File: config.mk
export PLATFORM = sky130hd
export DESIGN_NAME = sfu_operand_classify
export DESIGN_NICKNAME = d
export VERILOG_FILES = /design/src/verilog/sfu_pkg.sv /design/src/verilog/sfu_operand_classify.sv
export SDC_FILE = /design/constraint.sdc
export NUM_CORES = 1
export LEC_CHECK = 0
export BUFFER_PORTS_ARGS = -buffer_cell sky130_fd_sc_hd__buf_2
export CAP_MARGIN = 20
export CORE_MARGIN = 2
export CORE_UTILIZATION = 36
export DETAILED_ROUTE_END_ITERATION = 10
export GPL_ROUTABILITY_DRIVEN = 1
export GPL_TIMING_DRIVEN = 0
export PLACE_DENSITY_LB_ADDON = 0.12
export SETUP_SLACK_MARGIN = 0.15
export SLEW_MARGIN = 10
export SYNTH_ARGS = -nofsm -noshare
export SYNTH_HDL_FRONTEND = slang
export SYNTH_SLANG_ARGS = --single-unit
File: constraint.sdc
create_clock -name clk -period 1.35 [get_ports clk]
set_clock_uncertainty 0.05 [all_clocks]
set_input_delay 0.135 -clock clk [delete_from_list [all_inputs] [get_ports clk]]
set_output_delay 0.135 -clock clk [all_outputs]
set_load 0.02 [all_outputs]
File: src/verilog/sfu_pkg.sv
/*
 * Shared types and constants for the special function unit.
 * Defines the opcode enum, the float word, seed, index and fraction
 * types, and the IEEE special-value words used by the pipeline stages.
 * Each stage imports this package inside its module body.
 */

`default_nettype none

package sfu_pkg;

    // ==============================
    // Opcodes
    // ==============================

    // Only RCP and RSQ are implemented; codes 2 to 7 are rejected
    typedef enum logic [2:0] {
        SFU_RCP = 3'd0,  // Reciprocal
        SFU_RSQ = 3'd1   // Reciprocal square root
    } sfu_op_t;

    // ==============================
    // Data types
    // ==============================

    typedef logic [31:0] float_word_t;  // IEEE single precision word

    typedef logic [23:0] seed_t;         // Table seed in 1.23 fixed point

    typedef logic [9:0] table_index_t;  // Seed table address

    // Refined mantissa in 2.23 fixed point
    typedef logic [24:0] fraction_t;

    // ==============================
    // Constants
    // ==============================

    localparam int EXP_BIAS = 127;  // Single precision exponent bias

    localparam float_word_t QNAN_WORD    = 32'h7FC0_0000;  // Default quiet NaN
    localparam float_word_t POS_INF_WORD = 32'h7F80_0000;
    localparam float_word_t NEG_INF_WORD = 32'hFF80_0000;

    // Entries per seed table
    localparam int TABLE_DEPTH = 1024;

endpackage

`default_nettype wire
File: src/verilog/sfu_operand_classify.sv
/*
 * Stage 0 of the special function unit.
 * Splits the incoming float, spots zero, denormal, infinity, NaN and
 * negative operands, and picks the special result and error per opcode.
 * The table index is combinational and goes straight to the seed ROM,
 * while the operand fields are registered for the Newton step.
 */

`timescale 1ns/1ns
`default_nettype none

module sfu_operand_classify (
    input  logic                 clk,
    input  logic                 rst_n,
    input  logic [2:0]           op,
    input  sfu_pkg::float_word_t operand,
    input  logic                 valid_in,
    output sfu_pkg::table_index_t table_index,
    output sfu_pkg::sfu_op_t     table_sel,
    output logic                 s0_valid,
    output sfu_pkg::sfu_op_t     s0_op,
    output logic                 s0_sign,
    output logic [7:0]           s0_exp,
    output logic [22:0]          s0_mant,
    output logic                 s0_special,
    output sfu_pkg::float_word_t s0_special_result,
    output logic                 s0_error
);

    import sfu_pkg::*;

    // ==============================
    // Operand unpacking
    // ==============================

    logic        in_sign;
    logic [7:0]  in_exp;
    logic [22:0] in_mant;
    logic        is_zero;   // Zero or denormal
    logic        is_inf;
    logic        is_nan;
    logic        is_neg;    // Negative and not flushed to zero

    logic        special_c;
    float_word_t special_result_c;
    logic        error_c;

    assign in_sign = operand[31];
    assign in_exp  = operand[30:23];
    assign in_mant = operand[22:0];

    assign is_zero = (in_exp == 8'h00);  // Denormals flush to signed zero
    assign is_inf  = (in_exp == 8'hFF) && (in_mant == 23'h0);
    assign is_nan  = (in_exp == 8'hFF) && (in_mant != 23'h0);
    assign is_neg  = in_sign && !is_zero;  // Includes -Inf

    assign table_sel = sfu_op_t'(op);

    // RSQ covers [1,4) so the exponent parity selects the half of the table
    assign table_index = (table_sel == SFU_RSQ) ? {in_exp[0], in_mant[22:14]}
                                                : in_mant[22:13];

    // ==============================
    // Special operand decode
    // ==============================

    always_comb begin
        special_c        = 1'b0;
        special_result_c = QNAN_WORD;
        error_c          = 1'b0;
        case (table_sel)
            SFU_RCP: begin
                if (is_nan) begin
                    special_c = 1'b1;                  // NaN in, quiet NaN out
                end else if (is_zero) begin
                    special_c        = 1'b1;
                    special_result_c = in_sign ? NEG_INF_WORD : POS_INF_WORD;
                    error_c          = 1'b1;           // Divide by zero
                end else if (is_inf) begin
                    special_c        = 1'b1;
                    special_result_c = {in_sign, 31'h0};  // Signed zero
                end
            end
            SFU_RSQ: begin
                if (is_nan) begin
                    special_c = 1'b1;
                end else if (is_neg) begin
                    special_c = 1'b1;                  // Root of negative
                    error_c   = 1'b1;
                end else if (is_zero) begin
                    special_c        = 1'b1;
                    special_result_c = POS_INF_WORD;   // +Inf for either zero
                    error_c          = 1'b1;
                end else if (is_inf) begin
                    special_c        = 1'b1;
                    special_result_c = 32'h0000_0000;  // +Inf gives +0
                end
            end
            default: begin
                special_c = 1'b1;                      // Unsupported opcode
                error_c   = 1'b1;
            end
        endcase
    end

    // ==============================
    // Stage 0 registers
    // ==============================

    always_ff @(posedge clk or negedge rst_n) begin
        if (!rst_n) begin
            s0_valid <= 1'b0;
        end else begin
            s0_valid <= valid_in;
        end
    end

    always_ff @(posedge clk) begin
        s0_op             <= table_sel;
        s0_sign           <= in_sign;
        s0_exp            <= in_exp;
        s0_mant           <= in_mant;
        s0_special        <= special_c;
        s0_special_result <= special_result_c;
        s0_error          <= error_c;
    end

endmodule

`default_nettype wire

==> reports/metrics.cfg <==
[routing]
ant_nets=0
vias=1322
vias_per_cell=4.03
first_pass_iters=4
drt-wirelength-per-cell_um=11.2
totalWireLength_um=3680
drt_iter0_markers=27
drcViolationCount=0

[worst_setup_path]
slowest_stage=mux2_4
crit_chain=buf_8 > nor2_4 > and2_4 > buf_6 > mux2_4 > buf_6
path_common_cell=buf_6
crit_type=in2out
path_buf_inv=3
cp_max_fo=5
cp_data_arrival_time_ns=1.08
cpPeakStageDelay_ns=0.31
crit_path_start=op[1]
cpLargestDelayFamily=buffers and inverters
cp-start-kind=primary input
critPathCapture=table_index[8]
required_ns=1.16
cp_num_cells=6
crit_path_end_kind=primary output

[power]
ir_worst_vdd_v=0.000755
p_leak_uw=0.00132
powerDensity_nw_per_um2=1080

[floorplan]
fp.dieH_um=65.3
rows=22
initial_core_util_pct=37.2
fp.dieW_um=65.3
design.die.area_um2=4260
boundaryPins=121
core-area_um2=3630

[layout]
fin_area_um2=2640
antenna_cells=0
layout_common_cells=buf_2 (86), dfxtp_1 (39), dlygate4sd3_1 (36), buf_4 (35), conb_1 (22)
final_common_cell=buf_2
nNetsFinal=317
drive_gt1_share_pct=56.8
synthToLayoutAreaGrowth_pct=94.8

[placement]
placed_area_um2=1980
gp_congestion=0.713
pre_cts_slack_ns=-0.196
dp_hpwl_um=2350
port_buffers=98

[sta]
rsz0062_at_grt=yes
drv_slew=0
post-route-period-util_pct=93.9
fin_ws_ns=0.0829
max_freq_mhz=789
setup_viol=0
hold_viol=0
layout_min_cycle_time_ns=1.27

[clocking]
cts_tree=built
clkSinkCount=41
cts.clk_slew.worst_paths_ns=0.07
clockBufferDepth=2
root_buffer=clkbuf_8
numCtsBuffers=5
htreeDepth=2

[yosys]
syn-instance-count=113
syn_area_um2=1350
synth_cell_types=20
ys_seq_area_share_pct=61.1
yosys_warnings=0
ys_ff_latch=41
avgSynthCellArea_um2=12.0

[run_status]
status=complete, no violations

[global_route]
grt_pass1_vias=1256
grt_start_max_net_pins=15
antenna_found_initial=0
grt_pass1_wl_um=5580
gr-usage-all-layers_pct=17.7
overflow=0

[hold_path]
hp-start=op[2]
hold_class=in2reg

[run]
drv_cap=0

## state kept, by name (all words and copies together) (netlist names)
register           cells
s0_special_result      3
s0_sign                1
s0_special             1
s0_exp                 8
s0_mant               23
s0_error               1
s0_op                  3
s0_valid               1
## how the worst min path moves through the flow
| stage | cells after the start | end | slack [ns] |
|---|---|---|---|
| global route | 2 | s0_op[2]$_DFF_P_ | 0.01 |
| CTS | 2 | s0_op[2]$_DFF_P_ | 0.02 |
| detailed placement | 1 | s0_valid$_DFF_PN0_ | -0.14 |
| floorplan | 0 | s0_valid$_DFF_PN0_ | -0.21 |
| finish | 2 | s0_op[2]$_DFF_P_ | 0.02 |
| global placement | 1 | s0_valid$_DFF_PN0_ | -0.14 |
## where the power goes
part / internal (uW) / switching (uW)
Clock: 553 / 419
Combinational: 292 / 292
Sequential: 1270 / 13.1
Total: 2110 / 724
## logic make-up after synthesis
family,synth area share (%)
flip-flops,61.1
other,0.277
buffers and inverters,18.1
multiplexers,8.33
AND/OR/NAND/NOR,10.8
AO/OA/AOI/OAI,1.39
## what timing repair did
action | in CTS | in global routing
buffers inserted | 2 | 1
gates resized for setup | 43 | 2
pin swaps | 2 | 1
hold endpoints to repair | 36 | 0
setup endpoints to repair | 17 | 11
hold buffers | 36 | 0
cloned | 1 | 0
## cell usage after synthesis
cell | number | area [um^2]
dfxtp_1 | 40 | 801
buf_4 | 32 | 240
mux2_2 | 10 | 113
nor4_1 | 6 | 37.5
nand2_1 | 5 | 18.8
nor3_1 | 4 | 20.0
nand4_1 | 3 | 18.8
a21oi_1 | 1 | 5.00
a31oi_1 | 1 | 6.26
and2_1 | 1 | 6.26
and3_1 | 1 | 6.26
and4b_1 | 1 | 10.0
buf_2 | 1 | 5.00
conb_1 | 1 | 3.75
dfrtp_1 | 1 | 25.0
nor2_1 | 1 | 3.75
nor4_2 | 1 | 12.5
o31ai_1 | 1 | 7.51
or2_0 | 1 | 6.26
or2_2 | 1 | 6.26
## area by class of cell
| type | instances | area, um^2 |
|---|---|---|
| Buffer | 33 | 251 |
| Clock buffer | 5 | 68.8 |
| Clock inverter | 3 | 46.3 |
| Fill cell | 272 | 998 |
| Multi-Input combinational cell | 60 | 414 |
| Sequential cell | 41 | 827 |
| Tap cell | 48 | 60.1 |
| Timing Repair Buffer | 138 | 967 |
## per-layer routing
| metal | global-route usage (%) | wire, um | up-vias |
|---|---|---|---|
| met2 | 32.1 | 1910 | 75 |
| met1 | 17.7 | 1330 | 582 |
| met5 | 0 | 0 | - |
| met4 | 7.81 | 44 | 0 |
| met3 | 7.02 | 387 | 5 |
| li1 | - | - | 660 |
## through the flow
step / total power [uW] / hold WS, ns / TNS (ns) / cells / utilization [%]
global placement: 1730 / -0.141 / -2.04 / 280 / 54.5
global route: 2960 / 0.0139 / 0 / 328 / 72.5
CTS: 2840 / 0.0155 / 0 / 327 / 72.0
finish: 2840 / 0.0210 / 0 / 328 / 72.5
detailed placement: 1740 / -0.139 / -2.06 / 280 / 54.5
floorplan: 1580 / -0.211 / 0 / 134 / -
(Power assumes the default switching activity.)
