--- config.mk ---
export PLATFORM = sky130hd
export DESIGN_NAME = sfu_result_pack
export DESIGN_NICKNAME = d
export VERILOG_FILES = /design/src/verilog/sfu_pkg.sv /design/src/verilog/sfu_result_pack.sv
export SDC_FILE = /design/constraint.sdc
export NUM_CORES = 1
export LEC_CHECK = 0
export ABC_AREA = 1
export BUFFER_PORTS_ARGS = -buffer_cell sky130_fd_sc_hd__buf_2
export CORE_UTILIZATION = 52
export DETAILED_ROUTE_END_ITERATION = 8
export HOLD_SLACK_MARGIN = 0.02
export PLACE_DENSITY_LB_ADDON = 0.12
export REMOVE_ABC_BUFFERS = 1
export SLEW_MARGIN = 0
export SYNTH_ARGS = -nofsm -noshare
export SYNTH_HDL_FRONTEND = slang
export SYNTH_SLANG_ARGS = --single-unit
--- constraint.sdc ---
create_clock -name clk -period 0.9 [get_ports clk]
set_input_delay 0 -clock clk [delete_from_list [all_inputs] [get_ports clk]]
set_output_delay 0 -clock clk [all_outputs]
set_load 0.1 [all_outputs]
--- src/verilog/sfu_pkg.sv ---
/*
 * Shared types and constants for the special function unit.
 * Defines the opcode enum, the float word, seed, index and fraction
 * types, and the IEEE special-value words used by the pipeline stages.
 * Each stage imports this package inside its module body.
 */

`default_nettype none

package sfu_pkg;

    // ==============================
    // Opcodes
    // ==============================

    // Only RCP and RSQ are implemented; codes 2 to 7 are rejected
    typedef enum logic [2:0] {
        SFU_RCP = 3'd0,  // Reciprocal
        SFU_RSQ = 3'd1   // Reciprocal square root
    } sfu_op_t;

    // ==============================
    // Data types
    // ==============================

    typedef logic [31:0] float_word_t;  // IEEE single precision word

    typedef logic [23:0] seed_t;         // Table seed in 1.23 fixed point

    typedef logic [9:0] table_index_t;  // Seed table address

    // Refined mantissa in 2.23 fixed point
    typedef logic [24:0] fraction_t;

    // ==============================
    // Constants
    // ==============================

    localparam int EXP_BIAS = 127;  // Single precision exponent bias

    localparam float_word_t QNAN_WORD    = 32'h7FC0_0000;  // Default quiet NaN
    localparam float_word_t POS_INF_WORD = 32'h7F80_0000;
    localparam float_word_t NEG_INF_WORD = 32'hFF80_0000;

    // Entries per seed table
    localparam int TABLE_DEPTH = 1024;

endpackage

`default_nettype wire
--- src/verilog/sfu_result_pack.sv ---
/*
 * Stage 3 of the special function unit.
 * Normalizes the refined 2.23 fraction, forms the result exponent from
 * the operand exponent, flushes underflow to signed zero and lets a
 * flagged special result take over. Drives the unit outputs.
 */

`timescale 1ns/1ns
`default_nettype none

module sfu_result_pack (
    input  logic                 clk,
    input  logic                 rst_n,
    input  logic                 s2_valid,
    input  sfu_pkg::sfu_op_t     s2_op,
    input  logic                 s2_sign,
    input  logic [7:0]           s2_exp,
    input  sfu_pkg::fraction_t   s2_refined,
    input  logic                 s2_special,
    input  sfu_pkg::float_word_t s2_special_result,
    input  logic                 s2_error,
    output sfu_pkg::float_word_t result,
    output logic                 valid_out,
    output logic                 error_flag
);

    import sfu_pkg::*;

    logic signed [9:0] base_exp;   // Exponent for a refined value of 1.0
    logic signed [9:0] norm_exp;
    logic [9:0]        half_exp;   // Operand exponent halved, rounded up
    logic [22:0]       norm_mant;
    logic              res_sign;
    float_word_t       computed;

    assign half_exp = ({2'b00, s2_exp} + 10'd1) >> 1;
    assign res_sign = (s2_op == SFU_RCP) && s2_sign;  // RSQ is never negative

    always_comb begin
        if (s2_op == SFU_RSQ) begin
            base_exp = 10'(EXP_BIAS + (EXP_BIAS + 1) / 2) - half_exp;
        end else begin
            base_exp = 10'(2 * EXP_BIAS) - {2'b00, s2_exp};
        end

        if (s2_refined[23]) begin
            norm_exp  = base_exp;                     // Exactly 1.0
            norm_mant = s2_refined[22:0];
        end else if (s2_refined[22]) begin
            norm_exp  = base_exp - 10'sd1;            // In (0.5,1) so shift once
            norm_mant = {s2_refined[21:0], 1'b0};
        end else begin
            norm_exp  = base_exp - 10'sd1;            // Truncated just under 0.5
            norm_mant = 23'h0;
        end

        if (norm_exp <= 10'sd0) begin
            computed = {res_sign, 31'h0};             // Underflow to signed zero
        end else begin
            computed = {res_sign, norm_exp[7:0], norm_mant};
        end
    end

    always_ff @(posedge clk) begin
        result <= s2_special ? s2_special_result : computed;
    end

    always_ff @(posedge clk or negedge rst_n) begin
        if (!rst_n) begin
            valid_out  <= 1'b0;
            error_flag <= 1'b0;
        end else begin
            valid_out  <= s2_valid;
            error_flag <= s2_valid && s2_error;  // Only raised with a result
        end
    end

endmodule

`default_nettype wire

==> metrics, run 1 <==
status did not finish; Exit stage clock tree synthesis; error msg [ERROR DPL-0038] Utilization greater than 100%, impossible to legalize; CTS root buf clkbuf_8; Port Buffers 106; Post-Syn Instances 387; Num CTS Buffers 5; Setup Buffers After CTS 12; Avg Inst Size Synth 6.389 um^2; htree depth 2; Die Wd 70.96 um; mapped cell area 2472 um^2; CTS Buffer Depth 2; # clock sinks 34; setup slack after placement -1248 ps; Yosys top cell by area dfxtp_1; Inst Count DP 573; gpl congestion 0.9759; Yosys warning total 0; #FFs+latches synth 34; io pins 108; Initial Util 55.26%; distinct cell type count after synthesis 24; Hold Buf Count CTS 39; Synth top area share 25.91%; Core Rows 24; Resized Gates After CTS 53; largest cells by area after synthesis dfxtp_1, nand2_1, nand3_1, nand3_2, inv_1; register area share after synthesis 27.94%; Die H 70.96 um; hpwl dp 6283 um
per-stage QoR:
step / hold WS (ps) / instance area (um^2)
2_1_floorplan: -295.6 / 2340
3_3_place_gp: -214.6 / 3916
3_5_place_dp: -210.3 / 3916
Yosys cell counts (all sizes together):
library cell	number
o21bai	1
a211oi	1
nand4	2
clkinv	2
a21oi	4
nand2	155
ha	4
dfxtp	32
o21ai	5
o31ai	1
xor2	1
nor2	22
clkbuf	14
buf	9
inv	26
dfrtp	2
nand3	106
cell families after synthesis:
group / count (synthesis) / synth area share, %
adders and majority gates: 4 / 2.024
buffers and inverters: 51 / 9.615
and+or+nand+nor: 285 / 57.34
DFF: 34 / 27.94
AOI/OAI and AO/OA: 12 / 2.733
xor gates and xnor gates: 1 / 0.3543
==> run 2: changes to the inputs <==
--- a/config.mk
+++ b/config.mk
@@ -7,10 +7,9 @@
 export LEC_CHECK = 0
 export ABC_AREA = 1
 export BUFFER_PORTS_ARGS = -buffer_cell sky130_fd_sc_hd__buf_2
-export CORE_UTILIZATION = 52
+export CORE_UTILIZATION = 40
 export DETAILED_ROUTE_END_ITERATION = 8
-export HOLD_SLACK_MARGIN = 0.02
-export PLACE_DENSITY_LB_ADDON = 0.12
+export PLACE_DENSITY_LB_ADDON = 0.15
 export REMOVE_ABC_BUFFERS = 1
 export SLEW_MARGIN = 0
 export SYNTH_ARGS = -nofsm -noshare
==> metrics, run 2 <==
initial antenna violation count 1; asr flop ratio synth 5.882% (unchanged); setup slack after placement -1176 ps (+71.59 ps); final core occ 82.02%; Max Freq 593.7 MHz; post-synthesis simple-gate area fraction 57.34% (unchanged); sequential power share 28.3%; Hold Crit Class input pin to asynchronous set/reset pin; pwr dens 1273 nW/um^2; post-route DRC violation count 0; Core Rows 28 (+17%); die area 6500 um^2; main flop type after synthesis dfxtp_1; most frequent cells in the layout nand2_1, buf_2, nand3_1; share of total power in the clock network 22.5%; largest cells by area after synthesis dfxtp_1, nand2_1, nand3_1, nand3_2, inv_1; Die Wd 80.62 um (+14%); first-pass GRT wire length 14390 um; Yosys warning total 0 (unchanged); placed instance area 3930 um^2 (+0.35%); CP endpoint kind flop; Filler Cell Count 377; gpl congestion 0.8600 (-12%); Port Buffers 106 (unchanged); hpwl dp 5458 um (-13%); maxcap violations 0; register area 690.7 um^2; register area share after synthesis 27.94% (unchanged); CP Max Fanout 4; Final setup viols 31; clock edge transition at the registers on the reported setup and hold paths 70 ps; Synth top area share 25.91% (unchanged); final worst path period need 1684 ps; number of synthesized flops with an enable pin 0 (unchanged); largest family of logic cells by synthesized area simple AND/OR/NAND/NOR gates; post-synthesis compound-gate area fraction 2.733% (unchanged); Final nets 671; Final Power 6.218 mW; distinct cell type count after synthesis 24 (unchanged); delay-heaviest family, CP buffers and inverters; io pins 108 (unchanged); largest net degree at the start of global routing 32; global route overflow 0; mapped cell area 2472 um^2 (unchanged); CTS tree done; combinational share of power 49.1%; adder-cell share of the synthesized area 2.024% (unchanged); top flop regs result: 32 flops, error_flag: 1 flops, valid_out: 1 flops; DR WL/cell 13.61 um; # clock sinks 34 (unchanged); drt via density 4.948; CTS root buf clkbuf_8; status complete, but fails checks; Initial Util 41.51% (-14 points); Crit path top cell by count buf_4; Core Footprint 5956 um^2; Synth top cells by count nand2_1, nand3_1, dfxtp_1, nand3_2, inv_1; Inst Count DP 599 (+4.5%); post-route insts no fill 670; Int Pwr 3.744 mW; Critical Path AT 1920 ps; CP Launch Type input pin; TritonRoute pass-1 iters 5; Final Hold Vio Count 0; Slew Viols, Final 0; Area growth, synth to finish 97.57%; ANT nets after route 0; vias in the first global route 3211; via count 3315; fin worst setup slack -784.3 ps; Die H 80.62 um (+14%); htree depth 2 (unchanged); layout cells sized above 1 46.97%; CP Data Required Time 1140 ps; Switching Share 39.79%; Num CTS Buffers 5 (unchanged); post-synthesis xor/xnor area fraction 0.3543% (unchanged); max FFs per register 32; unrepaired setup endpoints after global routing true; Finished Cell Area 4885 um^2; GRT Overall Usage 28.85%; Post-Syn Instances 387 (unchanged); worst path bufs/invs 11; worst slew pin tran 258.8 ps; Slew HR 82.57%; Avg Inst Size Synth 6.389 um^2 (unchanged); detailed router's first-iteration violation count 243; CP Cell Sequence buf_8, ha_4, inv_2, nand2_2, buf_4, buf_4, buf_4, buf_4, nand3_2, nand2_2, buf_4, buf_4, buf_4, buf_4, buf_4, nor2_2, nand3_2, nand2_2; CP Class input pin to flop; mux cell area share after synthesis 0% (unchanged); period utilisation layout 187.1%; violated checks setup timing; #FFs+latches synth 34 (unchanged); Max VDD drop 1.297 mV; most common cell after layout, fill and taps aside nand2_1; Psw 2.474 mW; Yosys top cell by area dfxtp_1; final wirelength 9116 um; CP peak stage delay 240 ps; Biggest register result; slowest CP cell ha_4; area of the multi-input gates 1709 um^2; static leakage 2.535 nW; CTS Buffer Depth 2 (unchanged); top-count cell post-synth nand2_1
[run 2: cell counts after synthesis]
No cell type changed its count.
[run 2: final cells by class]
cell class                 count  share of cell area (%)
antenna                        1                 0.05123
timing repair buffer         222                   44.47
clock buffer                   5                   1.409
multi-input combinational    302                   34.99
clock inverter                 3                  0.8197
inverter                      28                   2.203
tap                           75                   1.921
sequential                    34                   14.14
[run 2: stage by stage]
| step | hold WS (ps) | setup TNS [ps] |
|---|---|---|
| 2_1_floorplan | -295.6 | -42010 |
| 3_3_place_gp | -214.2 | -33080 |
| 3_5_place_dp | -208.2 | -35180 |
| 4_1_cts | 16.60 | -22860 |
| 5_1_grt | 48.77 | -25170 |
| 6_report | 54.21 | -22490 |
[run 2: power groups by stage]
stage	clock network [mW]	logic (mW)	registers [mW]
floorplan	0	0.530	2.72
global placement	0	2.61	1.79
detailed placement	0	2.64	1.80
CTS	1.43	2.96	1.76
global route	1.48	3.21	1.77
finish	1.40	3.05	1.76
[run 2: worst paths after layout]
kind	start	end	slack, ps	depth (start not counted)
worst max-delay path	s2_exp[0]	result[24]	-780	18
worst min-delay path	rst_n	error_flag	50	2
max in group asynchronous	rst_n	valid_out	750	2
min in group clk	s2_refined[0]	result[0]	60	5
[run 2: per-layer routing]
layer | track usage (%) | share of wire (%) | vias up | wire length, um
met1 | 33.20 | 39 | 1518 | 3563
met4 | 12.14 | 2.3 | 0 | 207
met5 | 0 | 0 | - | 0
met3 | 6.023 | 6.7 | 18 | 610
met2 | 51.10 | 52 | 120 | 4734
li1 | - | - | 1659 | -
[run 2: logic make-up after synthesis]
group           Yosys count
compound gates           12
simple gates            285
fa+ha+maj                 4
flops                    34
xor+xnor                  1
buf+inv                  51
[run 2: what timing repair did]
item / 4_1_cts / 5_1_grt
setup buffers: 20 / 3
gates resized for setup: 48 / 21
setup endpoints to repair: 31 / 31
hold buffers: 38 / 0
pin swaps: 12 / 15
endpoints found under the hold margin: 36 / 0
gates cloned: 4 / 0
No activity file was read; power rests on OpenSTA's default activity.
==> run 3: changes to the inputs <==
--- a/config.mk
+++ b/config.mk
@@ -5,11 +5,11 @@
 export SDC_FILE = /design/constraint.sdc
 export NUM_CORES = 1
 export LEC_CHECK = 0
-export ABC_AREA = 1
 export BUFFER_PORTS_ARGS = -buffer_cell sky130_fd_sc_hd__buf_2
+export CORE_MARGIN = 4
 export CORE_UTILIZATION = 40
 export DETAILED_ROUTE_END_ITERATION = 8
-export PLACE_DENSITY_LB_ADDON = 0.15
+export PLACE_DENSITY_LB_ADDON = 0.3
 export REMOVE_ABC_BUFFERS = 1
 export SLEW_MARGIN = 0
 export SYNTH_ARGS = -nofsm -noshare
==> metrics, run 3 <==
Final Hold Vio Count 0 (unchanged); Num CTS Buffers 5 (unchanged); worst slew pin tran 431.6 ps (+172.9 ps); Max Freq 453.2 MHz (-24%); setup tns final -37420 ps (-14930 ps); Slew Viols, Final 0 (unchanged); maxcap violations 0 (unchanged); initial antenna violation count 0 (-1); Hold Crit Class input pin to flop; asr flop ratio synth 5.882% (unchanged); number of synthesized flops with an enable pin 0 (unchanged); CTS Buffer Depth 2 (unchanged); main flop type after synthesis dfxtp_1; final worst path period need 2207 ps (+522.3 ps); pwr dens 1429 nW/um^2 (+12%); violated checks setup timing; Initial Util 41.33% (-0.18 points); Critical Path AT 2380 ps (+460 ps); CP Cell Sequence buf_6, buf_6, nor3b_4, mux2i_1, buf_4, buf_4, buf_4, buf_4, buf_4, a32oi_2, nor2_1, and4_4, a31oi_4, buf_12, a221o_1; Final setup viols 31 (unchanged); status complete, but fails checks; Yosys top cell by area dfxtp_1; slowest CP cell a221o_1; vias in the first global route 2897 (-9.8%); Hold Crit Depth 2; setup slack after placement -1642 ps (-465.8 ps); Synth top area share 28.15% (+2.2 points); drt via density 5.882 (+19%); hpwl dp 6208 um (+14%); worst hold endpoint result[0]; fin worst setup slack -1307 ps (-522.3 ps); Die H 83.43 um (+3.5%); CTS root buf clkbuf_8; Filler Cell Count 252 (-33%); CP peak stage delay 330 ps (+90 ps); layout cells sized above 1 50.11% (+3.1 points); Avg Inst Size Synth 8.996 um^2 (+41%); CP Data Required Time 1080 ps (-60 ps); Post-Syn Instances 253 (-35%); Synth top cells by count dfxtp_1, a22o_1, a221o_1, nor3b_1, clkbuf_1; CP Class input pin to flop; die area 6961 um^2 (+7.1%); global route overflow 0 (unchanged); first-pass GRT wire length 13810 um (-4.0%); period utilisation layout 245.2% (+58 points); register area 690.7 um^2 (unchanged); Die Wd 83.43 um (+3.5%); clock edge transition at the registers on the reported setup and hold paths 70 ps (about the same); TritonRoute pass-1 iters 5 (unchanged); post-route DRC violation count 0 (unchanged); CP endpoint kind flop; Max VDD drop 0.8035 mV (-38%); Core Footprint 5507 um^2 (-7.5%); Core Rows 27 (-3.6%); largest cells by area after synthesis dfxtp_1, a22o_1, a221o_1, nor3b_1, xnor2_1; register area share after synthesis 30.35% (+2.4 points); top-count cell post-synth dfxtp_1; most common cell after layout, fill and taps aside buf_2; top flop regs result: 32 flops, error_flag: 1 flops, valid_out: 1 flops; Yosys warning total 0 (unchanged); io pins 108 (unchanged); Crit path top cell by count buf_4; static leakage 2.086 nW (-18%); #FFs+latches synth 34 (unchanged); CTS tree done; Area growth, synth to finish 107.0%; DR WL/cell 19.62 um (+44%); Port Buffers 106 (unchanged); distinct cell type count after synthesis 51 (+110%); worst path bufs/invs 8 (-3); GRT Overall Usage 24.10% (-4.8 points); detailed router's first-iteration violation count 197 (-19%); ANT nets after route 0 (unchanged); largest net degree at the start of global routing 27 (-16%); # clock sinks 34 (unchanged); htree depth 2 (unchanged); final wirelength 10300 um (+13%); gpl congestion 0.8497 (-1.2%); Final nets 531 (-21%); via count 3088 (-6.8%); unrepaired setup endpoints after global routing true; max FFs per register 32 (unchanged); CP Max Fanout 22 (+18); Ant. Diodes 0 (-1); mapped cell area 2276 um^2 (-7.9%); Slew HR 70.96% (-12 points); most frequent cells in the layout buf_2, buf_4, buf_12; area of the multi-input gates 1702 um^2 (-0.44%); delay-heaviest family, CP buffers and inverters; Worst Min Path Start s2_refined[0]; CP Launch Type input pin; Biggest register result
==> run 3: final cells by class <==
cell class	instances	share of cell area (%)
Tap cell	72	1.912
Clock buffer	6	1.753
Inverter	4	0.3187
Timing Repair Buffer	218	44.59
Multi-Input combinational cell	190	36.12
Sequential cell	34	14.66
Clock inverter	1	0.6374
==> run 3: kinds of logic after synthesis <==
logic type | after synthesis | share of synthesized area (%)
mux | 6 | 2.639
compound gates | 91 | 33.76
simple gates | 79 | 20.56
buf+inv | 29 | 6.651
fa+ha+maj | 4 | 2.199
xor+xnor | 10 | 3.848
flops | 34 | 30.35
==> run 3: layer usage <==
| layer | vias up | global-route usage (%) | part of all wire, % |
|---|---|---|---|
| met5 | - | 0 | 0 |
| met4 | 0 | 10.09 | 3.7 |
| met3 | 39 | 5.159 | 5.8 |
| met2 | 172 | 43.95 | 53 |
| met1 | 1493 | 26.89 | 38 |
| li1 | 1384 | - | - |
==> run 3: metrics by stage <==
step	cells	hold slack [ps]	power, mW	utilization [%]	cell area (um^2)
final	525	25.78	6.733	85.55	4711
after detailed placement	460	-214.7	4.840	67.21	3701
after global routing	525	35.44	6.901	85.55	4711
after CTS	511	14.30	6.445	78.46	4320
after floorplan	228	-295.6	3.449	-	2140
after global placement	460	-214.9	4.783	67.21	3701
==> run 3: what timing repair did <==
item / CTS / global route
hold endpoints to repair: 35 / 0
gates resized for setup: 22 / 50
endpoints found under the setup margin: 31 / 31
setup buffers: 10 / 13
gates cloned: 0 / 1
hold buffers: 35 / 0
pin swaps: 5 / 18
==> run 3: worst max path at each step <==
stage / startpoint / end / slack [ps] / cells after the start
2_1_floorplan: s2_op[1] / result[22] / -1610 / 10
3_3_place_gp: s2_op[1] / result[22] / -1560 / 13
3_5_place_dp: s2_op[1] / result[22] / -1640 / 13
4_1_cts: s2_op[2] / result[21] / -1150 / 13
5_1_grt: s2_op[2] / result[22] / -1400 / 13
6_report: s2_op[2] / result[22] / -1310 / 15
==> run 3: where the power goes <==
part / switching, mW / total, mW / internal [mW]
Combinational: 1.99 / 3.49 / 1.50
Sequential: 0.138 / 1.81 / 1.67
Clock: 0.552 / 1.44 / 0.886
Total: 2.68 / 6.73 / 4.05
